File: src/cnn_pkg.sv
package cnn_pkg;

  // datapath widths
  localparam int DATA_W   = 8;
  localparam int WEIGHT_W = 8;
  localparam int PSUM_W   = 20;  // 16 rows of 8x8 products without overflow

  typedef logic signed [DATA_W-1:0]   data_t;    // activation value
  typedef logic signed [WEIGHT_W-1:0] weight_t;  // stationary weight
  typedef logic signed [PSUM_W-1:0]   psum_t;    // partial sum down a column

  // controller states
  typedef enum logic [1:0] {
    LOADING_WEIGHT = 2'b01,  // weight shift allowed
    LOADING_PS     = 2'b11,  // streaming the frame
    DRAINING       = 2'b10   // waiting for the last column
  } ctrl_state_t;

endpackage
File: src/conv_top.sv
`timescale 1ns/1ps

module conv_top #(
  parameter int ROWS      = 4,
  parameter int COLS      = 4,
  parameter int FRAME_LEN = 16,
  parameter int POOL_LEN  = 4
) (
  input  logic                         clk,
  input  logic                         nrst,
  input  logic                         weight_load_i,
  input  cnn_pkg::weight_t [COLS-1:0]  weight_i,
  input  logic                         start_i,
  input  cnn_pkg::data_t   [ROWS-1:0]  act_i,
  input  logic [$clog2(COLS+1)-1:0]    num_filter_i,
  output logic             [COLS-1:0]  pool_valid_o,
  output cnn_pkg::psum_t   [COLS-1:0]  pool_data_o,
  output logic                         conv_finish_o,
  output logic                         w_ps_o
);

  logic                       w_ps;
  logic [ROWS-1:0]            input_en;
  logic [COLS-1:0]            out_en;  // one enable per pooling unit
  cnn_pkg::psum_t [COLS-1:0]  col_psum;

  conv_ctrl #(
    .ROWS      (ROWS),
    .COLS      (COLS),
    .FRAME_LEN (FRAME_LEN)
  ) u_ctrl (
    .clk           (clk),
    .nrst          (nrst),
    .start_i       (start_i),
    .num_filter_i  (num_filter_i),
    .w_ps_o        (w_ps),
    .input_en_o    (input_en),
    .out_en_o      (out_en),
    .conv_finish_o (conv_finish_o)
  );

  systolic_array #(
    .ROWS (ROWS),
    .COLS (COLS)
  ) u_array (
    .clk           (clk),
    .nrst          (nrst),
    .w_ps_i        (w_ps),
    .weight_load_i (weight_load_i),
    .weight_i      (weight_i),
    .act_i         (act_i),
    .input_en_i    (input_en),
    .col_psum_o    (col_psum)
  );

  for (genvar c = 0; c < COLS; c++)
  begin : g_pool
    pooling_unit #(
      .POOL_LEN (POOL_LEN)
    ) u_pool (
      .clk          (clk),
      .nrst         (nrst),
      .en_i         (out_en[c]),
      .psum_i       (col_psum[c]),
      .pool_valid_o (pool_valid_o[c]),
      .pool_o       (pool_data_o[c])
    );
  end

  assign w_ps_o = w_ps;

endmodule

File: src/pooling_unit.sv
`timescale 1ns/1ps

module pooling_unit #(
  parameter int POOL_LEN = 4
) (
  input  logic           clk,
  input  logic           nrst,
  input  logic           en_i,
  input  cnn_pkg::psum_t psum_i,
  output logic           pool_valid_o,
  output cnn_pkg::psum_t pool_o
);

  localparam int CNT_W = (POOL_LEN > 1) ? $clog2(POOL_LEN) : 1;

  logic [CNT_W-1:0] grp_cnt_q;
  cnn_pkg::psum_t   max_q;
  cnn_pkg::psum_t   max_next;

  // first result of a group starts afresh
  assign max_next = (grp_cnt_q == '0 || psum_i > max_q) ? psum_i : max_q;

  always_ff @(posedge clk, negedge nrst)
  begin
    if (!nrst)
    begin
      grp_cnt_q    <= '0;
      max_q        <= '0;
      pool_o       <= '0;
      pool_valid_o <= 1'b0;
    end
    else
    begin
      pool_valid_o <= 1'b0;
      if (en_i)
      begin
        if (grp_cnt_q == CNT_W'(POOL_LEN - 1))
        begin
          pool_o       <= max_next;  // group complete
          pool_valid_o <= 1'b1;
          grp_cnt_q    <= '0;
        end
        else
          grp_cnt_q <= grp_cnt_q + 1'b1;
        max_q <= max_next;
      end
    end
  end

endmodule

File: src/conv_ctrl.sv
`timescale 1ns/1ps

module conv_ctrl #(
  parameter int ROWS      = 4,
  parameter int COLS      = 4,
  parameter int FRAME_LEN = 16
) (
  input  logic                       clk,
  input  logic                       nrst,
  input  logic                       start_i,
  input  logic [$clog2(COLS+1)-1:0]  num_filter_i,
  output logic                       w_ps_o,
  output logic [ROWS-1:0]            input_en_o,
  output logic [COLS-1:0]            out_en_o,
  output logic                       conv_finish_o
);

  localparam int NF_W       = $clog2(COLS + 1);
  localparam int STREAM_END = FRAME_LEN + ROWS - 2;     // last cycle of the last row window
  localparam int RUN_END    = FRAME_LEN + ROWS + COLS;  // finish goes out on the next edge
  localparam int CNT_W      = $clog2(RUN_END + 1);

  cnn_pkg::ctrl_state_t state_q, state_d;
  logic [CNT_W-1:0]     cnt_q, cnt_d;
  logic [NF_W-1:0]      nf_q, nf_d;
  logic                 finish_q, finish_d;

  always_ff @(posedge clk, negedge nrst)
  begin
    if (!nrst)
    begin
      state_q  <= cnn_pkg::LOADING_WEIGHT;
      cnt_q    <= '0;
      nf_q     <= '0;
      finish_q <= 1'b0;
    end
    else
    begin
      state_q  <= state_d;
      cnt_q    <= cnt_d;
      nf_q     <= nf_d;
      finish_q <= finish_d;
    end
  end

  always_comb
  begin
    state_d  = state_q;
    cnt_d    = cnt_q;
    nf_d     = nf_q;
    finish_d = 1'b0;

    case (state_q)
      cnn_pkg::LOADING_WEIGHT:
      begin
        if (start_i)
        begin
          state_d = cnn_pkg::LOADING_PS;
          cnt_d   = '0;
          nf_d    = num_filter_i;  // filter count fixed for the run
        end
      end
      cnn_pkg::LOADING_PS:
      begin
        cnt_d = cnt_q + 1'b1;
        if (cnt_q == CNT_W'(STREAM_END))
          state_d = cnn_pkg::DRAINING;  // all rows have taken their frame
      end
      cnn_pkg::DRAINING:
      begin
        if (cnt_q == CNT_W'(RUN_END))
        begin
          state_d  = cnn_pkg::LOADING_WEIGHT;
          cnt_d    = '0;
          finish_d = 1'b1;
        end
        else
          cnt_d = cnt_q + 1'b1;
      end
      default:
        state_d = cnn_pkg::LOADING_WEIGHT;
    endcase
  end

  // per-index windows of FRAME_LEN cycles, shifted by one per row or column
  always_comb
  begin
    input_en_o = '0;
    out_en_o   = '0;
    if (state_q != cnn_pkg::LOADING_WEIGHT)
    begin
      for (int r = 0; r < ROWS; r++)
        input_en_o[r] = (int'(cnt_q) >= r) && (int'(cnt_q) < r + FRAME_LEN);
      for (int c = 0; c < COLS; c++)
        out_en_o[c] = (c < int'(nf_q)) &&
                      (int'(cnt_q) >= ROWS + c) &&
                      (int'(cnt_q) < ROWS + c + FRAME_LEN);  // masked columns stay low
    end
  end

  assign w_ps_o        = (state_q == cnn_pkg::LOADING_WEIGHT);
  assign conv_finish_o = finish_q;

endmodule

File: src/systolic_array.sv
`timescale 1ns/1ps

module systolic_array #(
  parameter int ROWS = 4,
  parameter int COLS = 4
) (
  input  logic                          clk,
  input  logic                          nrst,
  input  logic                          w_ps_i,
  input  logic                          weight_load_i,
  input  cnn_pkg::weight_t [COLS-1:0]   weight_i,
  input  cnn_pkg::data_t   [ROWS-1:0]   act_i,
  input  logic             [ROWS-1:0]   input_en_i,
  output cnn_pkg::psum_t   [COLS-1:0]   col_psum_o
);

  logic           weight_shift;
  cnn_pkg::data_t act_row [ROWS];  // skewed and gated row inputs

  // grid wires, indexed by the PE that drives them
  cnn_pkg::weight_t weight_v [ROWS][COLS];
  cnn_pkg::data_t   act_v    [ROWS][COLS];
  cnn_pkg::psum_t   psum_v   [ROWS][COLS];

  assign weight_shift = weight_load_i & w_ps_i;

  // triangular skew, row r is delayed by r cycles
  for (genvar r = 0; r < ROWS; r++)
  begin : g_skew
    if (r == 0)
    begin : g_direct
      assign act_row[r] = input_en_i[r] ? act_i[r] : '0;
    end
    else
    begin : g_delay
      cnn_pkg::data_t dly_q [r];

      always_ff @(posedge clk)
      begin
        dly_q[0] <= act_i[r];
        for (int k = 1; k < r; k++)
          dly_q[k] <= dly_q[k-1];
      end

      assign act_row[r] = input_en_i[r] ? dly_q[r-1] : '0;  // leftovers stay out
    end
  end

  for (genvar r = 0; r < ROWS; r++)
  begin : g_row
    for (genvar c = 0; c < COLS; c++)
    begin : g_col
      cnn_pkg::weight_t w_in;
      cnn_pkg::data_t   a_in;
      cnn_pkg::psum_t   p_in;

      if (r == 0)
      begin : g_top
        assign w_in = weight_i[c];
        assign p_in = '0;
      end
      else
      begin : g_inner
        assign w_in = weight_v[r-1][c];
        assign p_in = psum_v[r-1][c];
      end

      if (c == 0)
      begin : g_left
        assign a_in = act_row[r];
      end
      else
      begin : g_right
        assign a_in = act_v[r][c-1];
      end

      pe u_pe (
        .clk            (clk),
        .nrst           (nrst),
        .w_ps_i         (w_ps_i),
        .weight_shift_i (weight_shift),
        .weight_i       (w_in),
        .act_i          (a_in),
        .psum_i         (p_in),
        .weight_o       (weight_v[r][c]),
        .act_o          (act_v[r][c]),
        .psum_o         (psum_v[r][c])
      );
    end
  end

  for (genvar c = 0; c < COLS; c++)
  begin : g_out
    assign col_psum_o[c] = psum_v[ROWS-1][c];  // bottom of each column
  end

endmodule

File: src/pe.sv
`timescale 1ns/1ps

module pe (
  input  logic            clk,
  input  logic            nrst,
  input  logic            w_ps_i,
  input  logic            weight_shift_i,
  input  cnn_pkg::weight_t weight_i,
  input  cnn_pkg::data_t  act_i,
  input  cnn_pkg::psum_t  psum_i,
  output cnn_pkg::weight_t weight_o,
  output cnn_pkg::data_t  act_o,
  output cnn_pkg::psum_t  psum_o
);

  cnn_pkg::weight_t weight_q;
  cnn_pkg::data_t   act_q;
  cnn_pkg::psum_t   psum_q;

  always_ff @(posedge clk, negedge nrst)
  begin
    if (!nrst)
      weight_q <= '0;
    else if (weight_shift_i)
      weight_q <= weight_i;  // old value moves on to the row below
  end

  // pipeline is flushed while weights load
  always_ff @(posedge clk)
  begin
    if (w_ps_i)
    begin
      act_q  <= '0;
      psum_q <= '0;
    end
    else
    begin
      act_q  <= act_i;  // forward to the right
      psum_q <= psum_i + cnn_pkg::psum_t'(weight_q) * cnn_pkg::psum_t'(act_i);
    end
  end

  assign weight_o = weight_q;
  assign act_o    = act_q;
  assign psum_o   = psum_q;

endmodule

File: config.mk
export PLATFORM = sky130hd
export DESIGN_NAME = conv_top
export DESIGN_NICKNAME = d
export VERILOG_FILES = /design/src/cnn_pkg.sv /design/src/conv_top.sv /design/src/pooling_unit.sv /design/src/conv_ctrl.sv /design/src/systolic_array.sv /design/src/pe.sv
export SDC_FILE = /design/constraint.sdc
export NUM_CORES = 2
export LEC_CHECK = 0
export BUFFER_PORTS_ARGS = -buffer_cell sky130_fd_sc_hd__buf_2
export CORE_ASPECT_RATIO = 0.8
export CORE_UTILIZATION = 70
export CTS_CLUSTER_SIZE = 10
export DETAILED_ROUTE_END_ITERATION = 7
export PLACE_DENSITY = 0.92
export SYNTH_ARGS = -nofsm -noshare
export SYNTH_HDL_FRONTEND = slang
export SYNTH_SLANG_ARGS = --single-unit
export TNS_END_PERCENT = 30
File: constraint.sdc
create_clock -name clk -period 19.7 [get_ports clk]
set_input_delay 1.97 -clock clk [delete_from_list [all_inputs] [get_ports clk]]
set_output_delay 1.97 -clock clk [all_outputs]
set_load 0.1 [all_outputs]
==> results_dict.tcl <==
set metrics [dict create \
    status "finished clean" \
    seq_area_um2 16750 \
    synthDistinctLibCells 79 \
    routed_wl_um 180000 \
    cts.clk_slew.worst_paths_ns 0.06 \
    wl_per_cell_um 19.13 \
    synth-edff-count 0 \
    synth.most_common_cell "inv_1" \
    drtIter0Drc 4231 \
    drc_errors 0 \
    required_ns 20.29 \
    start_kind "flip-flop" \
    cts_hold_buf 0 \
    syn_area_um2 78190 \
    clk_latency_ns 0.74 \
    tritoncts "yes" \
    synth-async-reset-ratio_pct 40.97 \
    skew_ns 0.03108 \
    n_fill_cell 6571 \
    crit_path_max_incr_delay_ns 0.61 \
    postPlaceCellArea_um2 80060 \
    post_cts_buffers 0 \
    antenna_found_initial 4 \
    maxSlewHeadroom_pct 21.95 \
    dp_cells 9236 \
    viasPerCell 5.820 \
    critPathMaxFanout 107 \
    cts-root-buf "clkbuf_16" \
    critPathLaunch "u_ctrl.state_q[1]$_DFFE_PN0P_" \
    worstMarginPinSlew_ns 1.171 \
    ctsResizeCount 0 \
    cts_sinks 759 \
    ys_warn_count 0 \
    seq_area_frac_synth_pct 21.42 \
    grt_pass1_vias 61560 \
    drv_cap 0 \
    crit_end "u_array.g_row[1].g_col[0].u_pe.psum_o[19]$_SDFF_PP0_" \
    rsz0062_at_grt "false" \
    finalSetupViolCount 0 \
    rows 109 \
    fin_crit_sh_pct 39.61 \
    fp.coreArea_um2 110600 \
    grt_max_degree 165 \
    dr.pass1.iters 6 \
    timing.rr.start "u_ctrl.state_q[1]$_DFFE_PN0P_" \
    design_area_um2 82950 \
    yosys-top-cells-area "fa_1 (32%), ha_1 (12%), dfxtp_1 (11%), dfrtp_1 (9.9%), inv_1 (7.8%)" \
    synth_commonest_cells "inv_1 (1634), fa_1 (1245), ha_1 (750)" \
    synth_nets 9898 \
    synth_cells 7832 \
    synth_top_area_cell "fa_1" \
    avgSynthCellArea_um2 9.984 \
    critPathSlowestCell "and3_1" \
    path_class "flip-flop to flip-flop" \
    multiInputGateArea_um2 54310 \
    fmax_ghz 0.1282 \
    crit_chain "inv_1 -> nand2_2 -> buf_4 -> inv_8 -> a311oi_4 -> buf_4 -> and3_1 -> inv_1 -> fa_1 -> inv_1 -> fa_1 -> fa_1 -> fa_1 -> inv_1 -> fa_1 -> inv_1 -> ha_1 -> a21o_1 -> nand2_1 -> a311oi_1 -> o2111ai_1 -> a21boi_0 -> o41ai_1 -> mux2i_1" \
    grt_first_pass_wirelength_um 300500 \
    dieArea_um2 113100 \
    grt-ovfl-total 0 \
    min_period_ns 7.803 \
    r2r_cells 24 \
    ios 157 \
    htreeDepth 3 \
    io_buffers 156 \
    synth_top_area_share_pct 31.88 \
    setup_tns_ns 0 \
    die_h_um 300.9 \
    slew_violations 0 \
    cts_buffer_depth 3 \
    start_util_pct 70.69 \
    hp-class "flip-flop to flip-flop" \
    dpl.hpwl_um 134700 \
    ant_nets 0 \
    drive_above_1_share_pct 7.081 \
    hold_start "u_array.g_skew[3].g_delay.dly_q[0][14]$_DFF_P_" \
    vias 54750 \
    fin_cells 9407 \
    gp_congestion 0.9182 \
    area_delta_synth_final_pct 6.089 \
    hold_violations 0 \
    cts_made_buffers 91 \
    ys_seq_elements 759 \
    die_x_um 375.7 \
    reg2reg_slack_ns 11.90 \
    endpoint_kind "flip-flop" \
    grt.total_usage_pct 33.22 \
    synth_ff_type "dfxtp_1" \
    timing.rr.end "u_array.g_row[1].g_col[0].u_pe.psum_o[19]$_SDFF_PP0_" \
    finalCoreUtilization_pct 75.00 \
    arrival_ns 8.40 \
    finalNetCount 9897 \
]
==> worst min path at each step <==
stage	slack (ns)	depth (start not counted)	to
2_1_floorplan	0.31	0	u_array.g_skew[2].g_delay.dly_q[0][10]$_DFF_P_
3_3_place_gp	0.31	0	u_array.g_skew[3].g_delay.dly_q[0][19]$_DFF_P_
3_5_place_dp	0.31	0	u_array.g_skew[2].g_delay.dly_q[0][9]$_DFF_P_
4_1_cts	0.32	0	u_array.g_skew[3].g_delay.dly_q[0][22]$_DFF_P_
5_1_grt	0.32	0	u_array.g_skew[3].g_delay.dly_q[0][22]$_DFF_P_
6_report	0.31	0	u_array.g_skew[3].g_delay.dly_q[0][22]$_DFF_P_
==> cell families after synthesis <==
kind of cell / share of synthesized area (%)
buffers and inverters: 9.228
AOI/OAI and AO/OA: 5.343
and+or+nand+nor: 12.89
xor gates and xnor gates: 2.901
muxes: 4.338
adders and majority gates: 43.88
DFF: 21.42
==> stage by stage <==
step | hold slack, ns | setup WS (ns)
2_1_floorplan | 0.3096 | 13.15
3_3_place_gp | 0.3110 | 12.23
3_5_place_dp | 0.3121 | 12.06
4_1_cts | 0.3173 | 12.02
5_1_grt | 0.3250 | 11.41
6_report | 0.3131 | 11.90
==> critical path, delay by kind of cell (launching register included) <==
kind,cells,cell delay [ns]
AO/OA/AOI/OAI,6,1.58
adder cells (fa/ha/maj),6,2.86
buffers and inverters,8,1.58
flip-flops,1,0.42
multiplexers,1,0.13
AND/OR/NAND/NOR,3,1.02
==> registers in the layout, summed over array words and instances, names as in the netlist, 4 cells and up <==
signal,count
u_array.g_row.g_col.u_pe.psum_o,304
g_pool.u_pool.pool_o,80
u_ctrl.cnt_q,5
g_pool.u_pool.max_q,80
g_pool.u_pool.pool_valid_o,4
u_array.g_row.g_col.u_pe.act_o,96
g_pool.u_pool.grp_cnt_q,8
u_array.g_row.g_col.u_pe.weight_o,128
u_array.g_skew.g_delay.dly_q,48
==> layout by cell type (no fill, tap or decap), drive strengths merged, types with 6 or more instances in the layout <==
cell type	Yosys	layout
fa	1245	1245
and3	156	156
or4	6	6
xor2	88	88
a21boi	8	8
nand4	28	28
o21a	41	41
nand3	74	74
nor4	11	11
o21ai	107	107
a211oi	33	33
nor2	350	350
inv	1634	1637
a211o	7	7
nor3	47	47
or2	15	15
dfxtp	448	448
clkbuf	222	156
nand2b	110	110
and4	9	9
a21o	67	67
o21bai	23	23
clkinv	1	9
a31oi	23	23
xnor2	171	171
dfrtp	310	310
nor2b	221	221
nand2	532	532
ha	750	750
buf	50	178
mux2	219	219
or3	9	9
and2	386	386
mux2i	85	85
o211ai	19	19
o31ai	8	8
a21oi	200	200
a311o	40	40
==> layer usage <==
metal	track usage, %	vias to the layer above	wire length (µm)
met2	57.25	2397	88890
met4	17.18	6	9316
met5	0	-	38
met3	6.351	695	13830
met1	39.81	27440	67900
li1	-	24210	-
==> area by class of cell <==
type	instances	area share [%]
clock buffer	156	3.196
timing repair buffer	178	1.183
inverter	1635	7.407
tap	1498	2.259
antenna	1	0.003017
multi-input combinational	5166	65.47
sequential	759	20.20
clock inverter	14	0.2896
Power is left out: the tool's default activity adds up to more than one toggle a clock period on the data nets, which glitch-free logic cannot reach.
